**src/design/axi_ni_defs.svh**
```systemverilog
// widths, depths and the address map of the AXI network-interface slave
// include wherever a macro below is referenced; the guard makes repeats harmless
`ifndef AXI_NI_DEFS_SVH
`define AXI_NI_DEFS_SVH

// ****************************************
// AXI bus widths
// ****************************************
`define AXI_ADDR_WIDTH      32
`define AXI_DATA_WIDTH      32
`define AXI_ALEN_WIDTH      8

// ****************************************
// virtual channels and queue depths
// ****************************************
`define N_VIRT_CHN          2
`define VC_WIDTH            1
// outstanding transactions per direction
`define AXI_MAX_OUTSTD_WR   2
`define AXI_MAX_OUTSTD_RD   2
// flits held per channel on the receive side
`define RX_BUFF_DEPTH       4

// ****************************************
// address map
// ****************************************
// buffer of vc k sits at base + 8*k
`define AXI_WR_BFF_BASE     16'h1000
`define AXI_RD_BFF_BASE     16'h2000

`endif

```
**src/design/axi_ni_pkg.sv**
```systemverilog
// types shared by the NI slave units and the request decoder
// modules import it inside their body and use scoped names on their ports
`include "axi_ni_defs.svh"

package axi_ni_pkg;

  typedef enum logic [1:0] {FIXED = 2'b00, INCR = 2'b01, WRAP = 2'b10} burst_t;
  typedef enum logic [1:0] {OKAY = 2'b00, SLVERR = 2'b10} aerror_t;
  // NONE doubles as the unmapped marker
  typedef enum logic [1:0] {NONE, NOC_WR_FIFOS, NOC_RD_FIFOS} region_t;

  typedef logic [`AXI_ADDR_WIDTH-1:0] axi_addr_t;
  typedef logic [`AXI_ALEN_WIDTH-1:0] alen_t;
  typedef logic [`VC_WIDTH-1:0]       vc_t;
  typedef logic [`AXI_DATA_WIDTH-1:0] flit_t;
  // burst length in beats needs one bit more than alen
  typedef logic [`AXI_ALEN_WIDTH:0]   pkt_sz_t;

  // master to slave with all five channels in one word
  typedef struct packed {
    // write address
    logic      awvalid;
    axi_addr_t awaddr;
    alen_t     awlen;
    burst_t    awburst;
    // write data
    logic      wvalid;
    flit_t     wdata;
    logic      wlast;
    // write response
    logic      bready;
    // read address
    logic      arvalid;
    axi_addr_t araddr;
    alen_t     arlen;
    burst_t    arburst;
    // read data
    logic      rready;
  } axi_mosi_t;

  // slave to master
  typedef struct packed {
    logic    awready;
    logic    wready;
    logic    bvalid;
    aerror_t bresp;
    logic    arready;
    logic    rvalid;
    flit_t   rdata;
    aerror_t rresp;
    logic    rlast;
  } axi_miso_t;

  // one outstanding request, already decoded
  typedef struct packed {
    region_t region;
    vc_t     vc_id;
    alen_t   alen;
    logic    error;
  } ot_req_t;

  typedef struct packed {
    logic    valid;
    vc_t     vc_id;
    logic    req_new;
    logic    req_last;
    pkt_sz_t pkt_sz;
    flit_t   flit_data;
  } pkt_out_req_t;

  typedef struct packed {
    logic  valid;
    vc_t   rq_vc;
    flit_t flit_data;
  } pkt_in_req_t;

  // address plus burst type to region and channel; alen is filled by the caller
  function automatic ot_req_t decode_addr(input axi_addr_t addr, input burst_t burst);
    ot_req_t req;
    req.region = NONE;
    req.vc_id  = '0;
    req.alen   = '0;
    for (int i = 0; i < `N_VIRT_CHN; i++) begin
      if (addr == axi_addr_t'(`AXI_WR_BFF_BASE + 8 * i)) begin
        req.region = NOC_WR_FIFOS;
        req.vc_id  = vc_t'(i);
      end else if (addr == axi_addr_t'(`AXI_RD_BFF_BASE + 8 * i)) begin
        req.region = NOC_RD_FIFOS;
        req.vc_id  = vc_t'(i);
      end
    end
    // only INCR bursts to a mapped buffer are served
    req.error = (burst != INCR) || (req.region == NONE);
    return req;
  endfunction

endpackage

```
**src/design/ni_sync_fifo.sv**
```systemverilog
// single-clock circular FIFO, payload type chosen per instance
// holds outstanding AXI requests and the per-channel receive flits
// data_o shows the head entry whenever empty_o is low
`timescale 1ns/1ns

module ni_sync_fifo #(
  parameter int  SLOTS  = 2,
  parameter type T_DATA = logic
) (
  input  logic  clk_axi,
  input  logic  arst_axi,
  input  logic  write_i,
  input  logic  read_i,
  input  T_DATA data_i,
  output T_DATA data_o,
  output logic  full_o,
  output logic  empty_o
);
  localparam int PTR_W = (SLOTS > 1) ? $clog2(SLOTS) : 1;
  localparam int CNT_W = $clog2(SLOTS + 1);

  T_DATA            mem [SLOTS];
  logic [PTR_W-1:0] wr_ptr_q;
  logic [PTR_W-1:0] rd_ptr_q;
  logic [CNT_W-1:0] count_q;

  // pointer advance, wraps for any depth
  function automatic logic [PTR_W-1:0] ptr_next(input logic [PTR_W-1:0] ptr);
    if (ptr == PTR_W'(SLOTS - 1)) begin
      return '0;
    end
    return ptr + 1'b1;
  endfunction

  // storage
  always_ff @(posedge clk_axi) begin
    if (write_i) begin
      mem[wr_ptr_q] <= data_i;
    end
  end

  always_ff @(posedge clk_axi or posedge arst_axi) begin
    if (arst_axi) begin
      wr_ptr_q <= '0;
      rd_ptr_q <= '0;
      count_q  <= '0;
    end else begin
      if (write_i) wr_ptr_q <= ptr_next(wr_ptr_q);
      if (read_i)  rd_ptr_q <= ptr_next(rd_ptr_q);
      // occupancy moves only when one side is active
      if (write_i && !read_i) begin
        count_q <= count_q + 1'b1;
      end else if (read_i && !write_i) begin
        count_q <= count_q - 1'b1;
      end
    end
  end

  assign data_o  = mem[rd_ptr_q];
  assign full_o  = (count_q == CNT_W'(SLOTS));
  assign empty_o = (count_q == '0);

  // callers must honour the flags they were given
  a_no_overflow: assert property (@(posedge clk_axi) disable iff (arst_axi)
    (write_i |-> !full_o) and (read_i |-> !empty_o));

endmodule

```
**src/design/ni_wr_channel.sv**
```systemverilog
// write side of the NI slave
// AW requests are decoded on acceptance and queued, W beats of the head
// request leave as packet-out flits, each burst ends with one B response
// error requests swallow their beats and answer SLVERR
`timescale 1ns/1ns
`include "axi_ni_defs.svh"

module ni_wr_channel (
  input  logic                       clk_axi,
  input  logic                       arst_axi,
  input  axi_ni_pkg::axi_mosi_t      axi_mosi_i,
  input  logic                       pkt_out_ready_i,
  output logic                       awready_o,
  output logic                       wready_o,
  output logic                       bvalid_o,
  output axi_ni_pkg::aerror_t        bresp_o,
  output axi_ni_pkg::pkt_out_req_t   pkt_out_o
);
  import axi_ni_pkg::*;

  ot_req_t aw_req;
  ot_req_t head_req;
  logic    q_full;
  logic    q_empty;
  logic    aw_hs;
  logic    w_open;
  logic    w_hs;
  logic    last_hs;
  logic    b_stall;
  logic    head_flit_q;

  // ****************************************
  // AW acceptance and outstanding queue
  // ****************************************
  assign awready_o = !q_full;
  assign aw_hs     = axi_mosi_i.awvalid && awready_o;

  always_comb begin
    aw_req      = decode_addr(axi_mosi_i.awaddr, axi_mosi_i.awburst);
    aw_req.alen = axi_mosi_i.awlen;
    // a read buffer address is not writable
    aw_req.error = aw_req.error || (aw_req.region != NOC_WR_FIFOS);
  end

  ni_sync_fifo #(
    .SLOTS  (`AXI_MAX_OUTSTD_WR),
    .T_DATA (ot_req_t)
  ) u_wr_queue (
    .clk_axi  (clk_axi),
    .arst_axi (arst_axi),
    .write_i  (aw_hs),
    .read_i   (last_hs),
    .data_i   (aw_req),
    .data_o   (head_req),
    .full_o   (q_full),
    .empty_o  (q_empty)
  );

  // ****************************************
  // W beats to packet-out
  // ****************************************
  // a new last beat must wait while the previous B is still pending
  assign b_stall = bvalid_o && !axi_mosi_i.bready && axi_mosi_i.wlast;
  assign w_open  = !q_empty && !b_stall;

  // discarded beats are always taken, good ones wait on the packet side
  assign wready_o = w_open && (head_req.error || pkt_out_ready_i);
  assign w_hs     = axi_mosi_i.wvalid && wready_o;
  assign last_hs  = w_hs && axi_mosi_i.wlast;

  always_comb begin
    pkt_out_o.valid     = w_open && !head_req.error && axi_mosi_i.wvalid;
    pkt_out_o.vc_id     = head_req.vc_id;
    pkt_out_o.req_new   = head_flit_q;
    pkt_out_o.req_last  = axi_mosi_i.wlast;
    pkt_out_o.pkt_sz    = {1'b0, head_req.alen} + 1'b1;
    pkt_out_o.flit_data = axi_mosi_i.wdata;
  end

  // first beat after a wlast opens a new packet
  always_ff @(posedge clk_axi or posedge arst_axi) begin
    if (arst_axi) begin
      head_flit_q <= 1'b1;
    end else if (w_hs) begin
      head_flit_q <= axi_mosi_i.wlast;
    end
  end

  // ****************************************
  // B response
  // ****************************************
  always_ff @(posedge clk_axi or posedge arst_axi) begin
    if (arst_axi) begin
      bvalid_o <= 1'b0;
    end else if (last_hs) begin
      bvalid_o <= 1'b1;
    end else if (axi_mosi_i.bready) begin
      bvalid_o <= 1'b0;
    end
  end

  always_ff @(posedge clk_axi) begin
    if (last_hs) begin
      bresp_o <= head_req.error ? SLVERR : OKAY;
    end
  end

  // response is held with its code until the master takes it
  a_b_hold: assert property (@(posedge clk_axi) disable iff (arst_axi)
    bvalid_o && !axi_mosi_i.bready |=> bvalid_o && $stable(bresp_o));

endmodule

```
**src/design/ni_rd_channel.sv**
```systemverilog
// read side of the NI slave
// AR requests are decoded on acceptance and queued; the head request
// becomes a transaction one cycle later and is served from the receive
// buffer of its channel, beat by beat as flits are available
// error requests and reads of an empty buffer give one SLVERR beat
`timescale 1ns/1ns
`include "axi_ni_defs.svh"

module ni_rd_channel (
  input  logic                       clk_axi,
  input  logic                       arst_axi,
  input  axi_ni_pkg::axi_mosi_t      axi_mosi_i,
  input  axi_ni_pkg::flit_t          rd_data_i,
  input  logic                       rd_empty_i,
  output logic                       arready_o,
  output logic                       rvalid_o,
  output axi_ni_pkg::flit_t          rdata_o,
  output axi_ni_pkg::aerror_t        rresp_o,
  output logic                       rlast_o,
  output logic [`VC_WIDTH-1:0]       rd_vc_o,
  output logic                       rd_pop_o
);
  import axi_ni_pkg::*;

  ot_req_t ar_req;
  ot_req_t head_req;
  logic    q_full;
  logic    q_empty;
  logic    ar_hs;
  logic    txn_q;
  logic    err_q;
  alen_t   beat_q;
  logic    data_beat;
  logic    r_hs;
  logic    r_done;

  // ****************************************
  // AR acceptance and outstanding queue
  // ****************************************
  assign arready_o = !q_full;
  assign ar_hs     = axi_mosi_i.arvalid && arready_o;

  always_comb begin
    ar_req      = decode_addr(axi_mosi_i.araddr, axi_mosi_i.arburst);
    ar_req.alen = axi_mosi_i.arlen;
    // write buffer addresses cannot be read
    ar_req.error = ar_req.error || (ar_req.region != NOC_RD_FIFOS);
  end

  ni_sync_fifo #(
    .SLOTS  (`AXI_MAX_OUTSTD_RD),
    .T_DATA (ot_req_t)
  ) u_rd_queue (
    .clk_axi  (clk_axi),
    .arst_axi (arst_axi),
    .write_i  (ar_hs),
    .read_i   (r_done),
    .data_i   (ar_req),
    .data_o   (head_req),
    .full_o   (q_full),
    .empty_o  (q_empty)
  );

  // ****************************************
  // transaction and beat counter
  // ****************************************
  // channel select comes straight from the head entry
  assign rd_vc_o = head_req.vc_id;

  always_ff @(posedge clk_axi or posedge arst_axi) begin
    if (arst_axi) begin
      txn_q  <= 1'b0;
      err_q  <= 1'b0;
      beat_q <= '0;
    end else if (!txn_q) begin
      // start once a request sits at the head
      if (!q_empty) begin
        txn_q  <= 1'b1;
        beat_q <= '0;
        // emptiness is sampled only here, at start
        err_q  <= head_req.error || rd_empty_i;
      end
    end else if (r_done) begin
      txn_q <= 1'b0;
    end else if (r_hs) begin
      beat_q <= beat_q + 1'b1;
    end
  end

  // ****************************************
  // R channel
  // ****************************************
  // data beats wait for a flit, so a dry buffer stalls the burst
  assign data_beat = txn_q && !err_q && !rd_empty_i;

  always_comb begin
    rvalid_o = data_beat || (txn_q && err_q);
    rlast_o  = (txn_q && err_q) || (data_beat && (beat_q == head_req.alen));
    rresp_o  = err_q ? SLVERR : OKAY;
    rdata_o  = data_beat ? rd_data_i : '0;
  end

  assign r_hs     = rvalid_o && axi_mosi_i.rready;
  assign r_done   = r_hs && rlast_o;
  // the head flit goes only on a data beat handshake
  assign rd_pop_o = data_beat && axi_mosi_i.rready;

  // a beat waiting on rready keeps its data, code and last flag
  a_r_hold: assert property (@(posedge clk_axi) disable iff (arst_axi)
    rvalid_o && !axi_mosi_i.rready |=> rvalid_o && $stable({rdata_o, rresp_o, rlast_o}));

endmodule

```
**src/design/ni_rx_buffers.sv**
```systemverilog
// per virtual channel receive FIFOs between packet-in and the read channel
// a flit is stored in the FIFO named by rq_vc; the read channel picks
// one channel and sees its head flit and empty flag
// irq_o[k] is high while channel k holds a flit
`timescale 1ns/1ns
`include "axi_ni_defs.svh"

module ni_rx_buffers (
  input  logic                       clk_axi,
  input  logic                       arst_axi,
  input  axi_ni_pkg::pkt_in_req_t    pkt_in_i,
  input  logic [`VC_WIDTH-1:0]       rd_vc_i,
  input  logic                       rd_pop_i,
  output logic                       pkt_in_ready_o,
  output axi_ni_pkg::flit_t          rd_data_o,
  output logic                       rd_empty_o,
  output logic [`N_VIRT_CHN-1:0]     irq_o
);
  import axi_ni_pkg::*;

  logic  [`N_VIRT_CHN-1:0] vc_write;
  logic  [`N_VIRT_CHN-1:0] vc_read;
  logic  [`N_VIRT_CHN-1:0] vc_full;
  logic  [`N_VIRT_CHN-1:0] vc_empty;
  flit_t                   vc_data [`N_VIRT_CHN];

  // ****************************************
  // steering of writes and pops
  // ****************************************
  assign pkt_in_ready_o = !vc_full[pkt_in_i.rq_vc];

  always_comb begin
    for (int i = 0; i < `N_VIRT_CHN; i++) begin
      vc_write[i] = pkt_in_i.valid && (pkt_in_i.rq_vc == vc_t'(i)) && !vc_full[i];
      vc_read[i]  = rd_pop_i && (rd_vc_i == vc_t'(i));
    end
  end

  // ****************************************
  // channel buffers
  // ****************************************
  for (genvar g = 0; g < `N_VIRT_CHN; g++) begin : g_vc_buf
    ni_sync_fifo #(
      .SLOTS  (`RX_BUFF_DEPTH),
      .T_DATA (flit_t)
    ) u_vc_fifo (
      .clk_axi  (clk_axi),
      .arst_axi (arst_axi),
      .write_i  (vc_write[g]),
      .read_i   (vc_read[g]),
      .data_i   (pkt_in_i.flit_data),
      .data_o   (vc_data[g]),
      .full_o   (vc_full[g]),
      .empty_o  (vc_empty[g])
    );
  end

  // read side view of the selected channel
  assign rd_data_o  = vc_data[rd_vc_i];
  assign rd_empty_o = vc_empty[rd_vc_i];

  // one line per channel, follows the stored flag so it rises a cycle after the write
  assign irq_o = ~vc_empty;

endmodule

```
**src/design/axi_ni_slave.sv**
```systemverilog
// top of the NI slave bridge: AXI4 port toward the processing element,
// packet-out and packet-in streams toward the NoC, one interrupt per VC
// everything runs on clk_axi
`timescale 1ns/1ns
`include "axi_ni_defs.svh"

module axi_ni_slave (
  input  logic                       clk_axi,
  input  logic                       arst_axi,
  input  axi_ni_pkg::axi_mosi_t      axi_mosi_i,
  output axi_ni_pkg::axi_miso_t      axi_miso_o,
  output axi_ni_pkg::pkt_out_req_t   pkt_out_o,
  input  logic                       pkt_out_ready_i,
  input  axi_ni_pkg::pkt_in_req_t    pkt_in_i,
  output logic                       pkt_in_ready_o,
  output logic [`N_VIRT_CHN-1:0]     irq_o
);
  import axi_ni_pkg::*;

  // write side responses
  logic                awready;
  logic                wready;
  logic                bvalid;
  aerror_t             bresp;
  // read side responses
  logic                arready;
  logic                rvalid;
  flit_t               rdata;
  aerror_t             rresp;
  logic                rlast;
  // read channel to receive buffers
  logic [`VC_WIDTH-1:0] rd_vc;
  logic                rd_pop;
  flit_t               rd_data;
  logic                rd_empty;

  ni_wr_channel u_wr_channel (
    .clk_axi         (clk_axi),
    .arst_axi        (arst_axi),
    .axi_mosi_i      (axi_mosi_i),
    .pkt_out_ready_i (pkt_out_ready_i),
    .awready_o       (awready),
    .wready_o        (wready),
    .bvalid_o        (bvalid),
    .bresp_o         (bresp),
    .pkt_out_o       (pkt_out_o)
  );

  ni_rd_channel u_rd_channel (
    .clk_axi    (clk_axi),
    .arst_axi   (arst_axi),
    .axi_mosi_i (axi_mosi_i),
    .rd_data_i  (rd_data),
    .rd_empty_i (rd_empty),
    .arready_o  (arready),
    .rvalid_o   (rvalid),
    .rdata_o    (rdata),
    .rresp_o    (rresp),
    .rlast_o    (rlast),
    .rd_vc_o    (rd_vc),
    .rd_pop_o   (rd_pop)
  );

  ni_rx_buffers u_rx_buffers (
    .clk_axi        (clk_axi),
    .arst_axi       (arst_axi),
    .pkt_in_i       (pkt_in_i),
    .rd_vc_i        (rd_vc),
    .rd_pop_i       (rd_pop),
    .pkt_in_ready_o (pkt_in_ready_o),
    .rd_data_o      (rd_data),
    .rd_empty_o     (rd_empty),
    .irq_o          (irq_o)
  );

  // ****************************************
  // merge of the slave-side AXI fields
  // ****************************************
  always_comb begin
    axi_miso_o.awready = awready;
    axi_miso_o.wready  = wready;
    axi_miso_o.bvalid  = bvalid;
    axi_miso_o.bresp   = bresp;
    axi_miso_o.arready = arready;
    axi_miso_o.rvalid  = rvalid;
    axi_miso_o.rdata   = rdata;
    axi_miso_o.rresp   = rresp;
    axi_miso_o.rlast   = rlast;
  end

endmodule

```
**config.mk**
```make
export PLATFORM = sky130hd
export DESIGN_NAME = axi_ni_slave
export DESIGN_NICKNAME = d
export VERILOG_FILES = /design/src/design/axi_ni_pkg.sv /design/src/design/ni_sync_fifo.sv /design/src/design/ni_wr_channel.sv /design/src/design/ni_rd_channel.sv /design/src/design/ni_rx_buffers.sv /design/src/design/axi_ni_slave.sv
export VERILOG_INCLUDE_DIRS = /design/src /design/src/design
export SDC_FILE = /design/constraint.sdc
export NUM_CORES = 1
export LEC_CHECK = 0
export BUFFER_PORTS_ARGS = -buffer_cell sky130_fd_sc_hd__buf_2
export CAP_MARGIN = 25
export CELL_PAD_IN_SITES_DETAIL_PLACEMENT = 1
export CELL_PAD_IN_SITES_GLOBAL_PLACEMENT = 2
export CORE_MARGIN = 1
export CORE_UTILIZATION = 43
export CTS_CLUSTER_DIAMETER = 30
export CTS_CLUSTER_SIZE = 12
export DETAILED_ROUTE_END_ITERATION = 8
export GPL_TIMING_DRIVEN = 0
export PLACE_DENSITY_LB_ADDON = 0.1
export SYNTH_ARGS = -nofsm -noshare
export SYNTH_HDL_FRONTEND = slang
export SYNTH_SLANG_ARGS = --single-unit
```
**constraint.sdc**
```tcl
create_clock -name clk_axi -period 4.69 [get_ports clk_axi]
set_input_delay 0.469 -clock clk_axi [delete_from_list [all_inputs] [get_ports clk_axi]]
set_output_delay 0.469 -clock clk_axi [all_outputs]
set_load 0.1 [all_outputs]
```
# --- After elaboration in Yosys (flattened, before gate mapping) ---
# Memories as Yosys holds them, arrays and structs flattened.
# Index checks and enable logic that the tools add are counted.
word_totals:
  mem_bits_rw: 304
  out_inout_bits: 90
  mem_count: 4
  word_cells: 219
  register_bits: 36
classes:
  reduce_logical: 71
  magnitude_cmp: 3
  add_sub_neg: 18
  bitwise_logic: 6
  n_mux: 75
  n_eq_ne: 24
memory_table:
  columns: ["memory", "depth", "word_bits", "rd", "rd_ports_with_merged_regs", "write_ports", "line_no", "text"]
  rows:
  - ["u_rx_buffers.g_vc_buf[0].u_vc_fifo.mem", 4, 32, 1, 0, 1, "ni_sync_fifo.sv:22", "T_DATA mem [SLOTS];"]
  - ["u_rx_buffers.g_vc_buf[1].u_vc_fifo.mem", 4, 32, 1, 0, 1, "ni_sync_fifo.sv:22", null]
  - ["u_rd_channel.u_rd_queue.mem", 2, 12, 1, 0, 1, "ni_sync_fifo.sv:22", null]
  - ["u_wr_channel.u_wr_queue.mem", 2, 12, 1, 0, 1, "ni_sync_fifo.sv:22", null]
ops:
  columns: ["operator", "count"]
  rows:
  - ["32-bit by 13-bit equality test with 1-bit output, second input constant", 4]
  - ["32-bit by 14-bit equality test with 1-bit output, second input constant", 4]
  - ["32-bit 2-to-1 mux", 4]
  - ["1-bit 2-to-1 mux", 41]
  - ["3-bit 2-to-1 mux", 12]
  - ["8-bit 2-to-1 mux", 4]
  - ["1-bit logical AND", 31]
  - ["2-bit 2-to-1 mux", 14]
  - ["1-bit logical NOT", 19]
  - ["2-bit by 1-bit adder with 2-bit output, second input constant", 6]
  - ["2-bit equality test, second input constant", 6]
  - ["2-bit nonzero test", 5]
  - ["8-bit by 1-bit adder with 9-bit output, second input constant", 1]
  - ["8-bit by 1-bit adder with 8-bit output, second input constant", 1]
  - ["8-bit equality test", 1]
  - ["2-bit logical NOT", 4]
  - ["1-bit logical OR", 8]
  - ["2-bit != test, second input constant", 4]
  - ["3-bit by 1-bit adder with 3-bit output, second input constant", 2]
  - ["3-bit equality test, second input constant", 2]
  - ["3-bit logical NOT", 2]
  - ["2-bit by 1-bit != test with 1-bit output, second input constant", 3]
  - ["3-bit by 1-bit subtractor with 3-bit output, second input constant", 2]
  - ["1-bit adder, second input constant", 4]
  - ["other kinds (8)", 13]

# --- Longest topological paths before layout ---
logic_depth:
  word_depth: 11
  depth_mapped: 12
  ltp_nobuf: 10

# --- By module ---
# Synthesis repeated with hierarchy kept, for this count alone.
hier_totals:
  cells_unflattened: 780
  hier_area_um2: 14619.0
by_module_without_submodules:
  columns: ["mod", "instances", "cells_each", "area_per_inst_um2", "seq_area_each_um2"]
  rows:
  - ["ni_sync_fifo at u_rx_buffers.g_vc_buf[0].u_vc_fifo ...", 2, 206, 5083.6, 4018.9]
  - ["ni_sync_fifo at u_rd_channel.u_rd_queue ...", 2, 54, 1091.0, 820.8]
  - ["ni_rd_channel", 1, 125, 988.4, 250.2]
  - ["ni_wr_channel", 1, 85, 646.9, 81.3]
  - ["ni_rx_buffers", 1, 44, 589.3, 0.0]
  - ["axi_ni_slave", 1, 6, 45.0, 0.0]

# --- Worst setup path before layout ---
# No wires, ideal clock.
synth_path:
  path_type: "reg2out"
  startpoint: "register u_wr_channel.u_wr_queue.rd_ptr_q"
  endpoint: "output port pkt_out_o[38] (netlist name)"
  stages_incl_launch_ff: 8
  path_buffers: 1
  setup_slack_ns: -0.108
  t_required_ns: 4.221
  arrival_time_ns: 4.329
  cell_sequence: "dfrtp_1 buf_2 mux2i_1 inv_1 ha_1 nand2_1 nor2_1 xnor2_1"
synth_rtl:
  columns: ["item", "line_no", "text"]
  rows:
  - ["start: declaration", "ni_sync_fifo.sv:24", "logic [PTR_W-1:0] rd_ptr_q;"]
  - ["start signal: assignment", "ni_sync_fifo.sv:49", "if (read_i) rd_ptr_q <= ptr_next(rd_ptr_q);"]
  - ["end: declaration", "axi_ni_slave.sv:12", "output axi_ni_pkg::pkt_out_req_t pkt_out_o,"]

# --- Worst setup path in the final report ---
layout_path:
  startpoint: "register u_rd_channel.u_rd_queue.rd_ptr_q"
  endpoint: "output port axi_miso_o[0] (netlist name)"
layout_between:
  elab_chain_cells: 7
  word_cells_on_any_way: 8
layout_rtl:
  columns: ["item", "line_no", "text"]
  rows:
  - ["start: declaration", "ni_sync_fifo.sv:24", null]
  - ["start signal: assignment", "ni_sync_fifo.sv:49", null]
  - ["memory read 2 x 12 bit (*)", null, null]
  - ["1-bit 2-to-1 mux (not written as such) (2 in a row)", "ni_rx_buffers.sv:60", "assign rd_empty_o = vc_empty[rd_vc_i];"]
  - ["1-bit logical NOT", "ni_rd_channel.sv:94", "assign data_beat = txn_q && !err_q && !rd_empty_i;"]
  - ["1-bit logical AND", "ni_rd_channel.sv:94", null]
  - ["1-bit logical AND (*)", "ni_rd_channel.sv:98", "rlast_o = (txn_q && err_q) || (data_beat && (beat_q == head_req.alen));"]
  - ["1-bit logical OR (*)", "ni_rd_channel.sv:98", null]
  - ["end: declaration", "axi_ni_slave.sv:11", "output axi_ni_pkg::axi_miso_t axi_miso_o,"]
# Mark *: on every way between the ends. The rest lies on a longest branch, timed or not. The select of a mux whose other input is x is not followed.

==> flow_summary.json <==
{
  "ys_async_sr_fraction_pct": 10.3,
  "ff2ff_setup_slack_ns": 1.71,
  "path_clk_slew_ns": 0.05,
  "yosysUniqueCellTypes": 57,
  "cts_resized": 0,
  "numCtsBuffers": 68,
  "cts_hold_buf": 0,
  "vias": 8231,
  "met2_usage_pct": 33.5,
  "min_period_over_period_pct": 79.3,
  "synth_common_cells": "edfxtp_1 (297), nand2_1 (86), mux4_2 (64)",
  "via_per_inst": 5.22,
  "synth_top_cell_by_area": "edfxtp_1",
  "grt_max_degree": 35,
  "path_common_cell": "buf_2",
  "cellPowerDensity_nw_per_um2": 720,
  "power_w": 0.0129,
  "grt_pass1_vias": 8931,
  "r2r-start": "u_rd_channel.u_rd_queue.rd_ptr_q",
  "hpwl_mm": 21.5,
  "drc": 0,
  "critPathMaxStageDelay_ns": 0.41,
  "synth_area_per_cell_sq_um": 16.9,
  "final-setup-viol-count": 0,
  "cts.sinks": 331,
  "fp.dieW_um": 182,
  "crit_type": "register to primary output",
  "die_area_sq_um": 33200,
  "leakagePower_nw": 6.79,
  "area_delta_synth_final_pct": 28.4,
  "status": "finished, final reports clean",
  "cp.arrival_ns": 3.25,
  "die_y_um": 182,
  "hold_path.class": "primary input to async pin",
  "busiest_layer": "met2",
  "yosys_register_bits": 331,
  "antenna_found_initial": 4,
  "start_util_pct": 44.0,
  "netlist_top_cells_area": "edfxtp_1 (64%), mux4_2 (10%), dfrtp_1 (5.9%)",
  "use_met1_pct": 27.0,
  "core_sq_um": 31700,
  "grt_pass1_wl_mm": 50.8,
  "postCtsSetupBuffers": 0,
  "worst_pin_slew_ns": 0.871,
  "slew_viol_final": 0,
  "ir_worst_vdd_uv": 520,
  "max_freq_mhz": 269,
  "maxSlewHeadroom_pct": 41.7,
  "critPathCapture": "axi_miso_o[0]",
  "cp.required_ns": 4.22,
  "cp_cell_sequence": "buf_6, buf_2, mux2i_1, xor2_1, nand4_2, o31ai_4, and2_1, buf_4, buf_2",
  "clk_latency_ns": 0.57,
  "finalSetupTns_ns": 0,
  "crit_path_top_delay_cell": "buf_2",
  "cts_max_path_buffers": 3,
  "rows": 65,
  "ant_nets": 0,
  "synth_top_cell_area_share_pct": 63.9,
  "reg2reg_depth": 12,
  "cts_tree": "yes",
  "netlist_instances": 826,
  "report.final.hold_viol_count": 0,
  "synth_ff_type": "edfxtp_1",
  "grt-ovfl-total": 0,
  "drt_iter0_drc": 484,
  "cp_max_fo": 10,
  "crit_start": "u_rd_channel.u_rd_queue.rd_ptr_q",
  "nets": 1298,
  "rsz0062_at_grt": "no",
  "endpoint_kind": "primary output",
  "drt-total-wl_mm": 33.0,
  "dpl.cell_count": 1452,
  "wire_per_inst_um": 20.9,
  "grt_usage_pct": 20.3,
  "port_buffers": 214,
  "htreeDepth": 3,
  "timing.rr.end": "u_rx_buffers.g_vc_buf[1].u_vc_fifo.count_q[2]",
  "cp-start-kind": "register",
  "synth.most_common_cell": "edfxtp_1",
  "boundaryPins": 249,
  "period_minus_slack_ns": 3.72,
  "drive_above_1_share_pct": 40.6,
  "root_buffer": "clkbuf_16",
  "cap_violations": 0,
  "synth-seq-area-share_pct": 70.0,
  "ys_warn_count": 0,
  "firstDrtPassIters": 4,
  "use_met3_pct": 4.25,
  "gp_congestion": 0.747,
  "synth-edff-count": 297,
  "fin_skew_ns": 0.0302,
  "layout.cells.non_filler": 1578,
  "syn_area_sq_um": 14000
}
==> worst min-delay path by stage <==
| stage | from | end | slack (ns) | depth (start not counted) |
|---|---|---|---|---|
| after detailed placement | u_rx_buffers.g_vc_buf[0].u_vc_fifo.count_q[2] | u_rx_buffers.g_vc_buf[0].u_vc_fifo.count_q[2] | 0.48 | 1 |
| after CTS | axi_mosi_i[4] | u_rd_channel.u_rd_queue.mem[1][2] | 0.09 | 1 |
| after global placement | u_rx_buffers.g_vc_buf[0].u_vc_fifo.count_q[2] | u_rx_buffers.g_vc_buf[0].u_vc_fifo.count_q[2] | 0.47 | 1 |
| final | arst_axi | u_rd_channel.beat_q[3] | 0.09 | 2 |
| after global routing | axi_mosi_i[4] | u_rd_channel.u_rd_queue.mem[1][2] | 0.09 | 1 |
| after floorplan | u_rx_buffers.g_vc_buf[0].u_vc_fifo.count_q[2] | u_rx_buffers.g_vc_buf[0].u_vc_fifo.count_q[2] | 0.45 | 1 |
==> worst max-delay path, delay by kind of cell, from the launching register on <==
kind / cells / cell delay [ns]
DFF: 1 / 0.34
muxes: 1 / 0.26
AOI/OAI and AO/OA: 1 / 0.36
xor gates and xnor gates: 1 / 0.26
and+or+nand+nor: 2 / 0.56
buffers and inverters: 4 / 0.93
==> layer usage <==
metal	vias to the layer above	part of all wire, %
met1	4186	45
met2	228	49
met4	4	1.6
met5	-	0.082
met3	49	4.7
li1	3764	-
==> sequential cells by signal (all words and copies together) (netlist names) <==
register	count
u_rx_buffers.g_vc_buf.u_vc_fifo.count_q	6
u_wr_channel.u_wr_queue.rd_ptr_q	1
u_wr_channel.u_wr_queue.mem	20
u_wr_channel.bvalid_o	1
u_wr_channel.u_wr_queue.count_q	2
u_rd_channel.txn_q	1
u_rd_channel.u_rd_queue.wr_ptr_q	1
u_rd_channel.u_rd_queue.rd_ptr_q	1
u_rd_channel.u_rd_queue.mem	20
u_wr_channel.u_wr_queue.wr_ptr_q	1
u_rx_buffers.g_vc_buf.u_vc_fifo.wr_ptr_q	4
u_wr_channel.bresp_o	1
u_rd_channel.err_q	1
u_wr_channel.head_flit_q	1
u_rx_buffers.g_vc_buf.u_vc_fifo.rd_ptr_q	4
u_rd_channel.u_rd_queue.count_q	2
u_rx_buffers.g_vc_buf.u_vc_fifo.mem	256
u_rd_channel.beat_q	8
==> power by group <==
part | switching [W] | internal [W] | leakage [nW]
Sequential | 0.000211 | 0.00370 | 3.10
Combinational | 0.00313 | 0.00135 | 2.63
Clock | 0.00160 | 0.00290 | 1.06
==> cell families (layout without fill, tap and decap cells) <==
logic type      Yosys count  after routing  share of synthesized area (%)
other cells               1              4                         0.0269
fa+ha+maj                18             18                           1.72
simple gates            184            184                           6.35
buf+inv                  95            442                           3.93
xor+xnor                 31             31                           1.95
mux                      92             92                           12.5
flops                   331            331                           70.0
compound gates           74             74                           3.53
==> cell type report <==
cell class	instances	area, sq um
diodes	2	5.00
plain buffers	78	484
clock buffers	76	1760
clock inverters	47	425
fillers	3039	13800
inverters	17	63.8
multi-input cells	401	3650
flip-flops and latches	331	9770
well taps	402	503
repair buffers	224	1250
==> placed cells by master, fill, tap and decap left out, drive strengths merged, types with 14 or more instances in the layout <==
cell type | Yosys | layout
buf | 59 | 283
inv | 17 | 24
clkbuf | 19 | 95
xnor2 | 14 | 14
mux4 | 64 | 64
xor2 | 17 | 17
nor2 | 24 | 24
clkinv | 0 | 29
edfxtp | 297 | 297
nand2 | 88 | 88
ha | 16 | 16
mux2i | 18 | 18
dfrtp | 33 | 33
a21oi | 38 | 38
==> stage by stage <==
stage	hold slack, ns	utilization [%]	worst slack, ns	cell area (sq um)
after CTS	0.0863	56.5	0.922	17900
after floorplan	0.447	-	0.476	14000
after global placement	0.468	49.0	1.11	15500
after global routing	0.0910	56.5	0.816	17900
after detailed placement	0.476	49.6	1.54	15700
final	0.0855	56.5	0.969	17900
(Power assumes the default switching activity.)
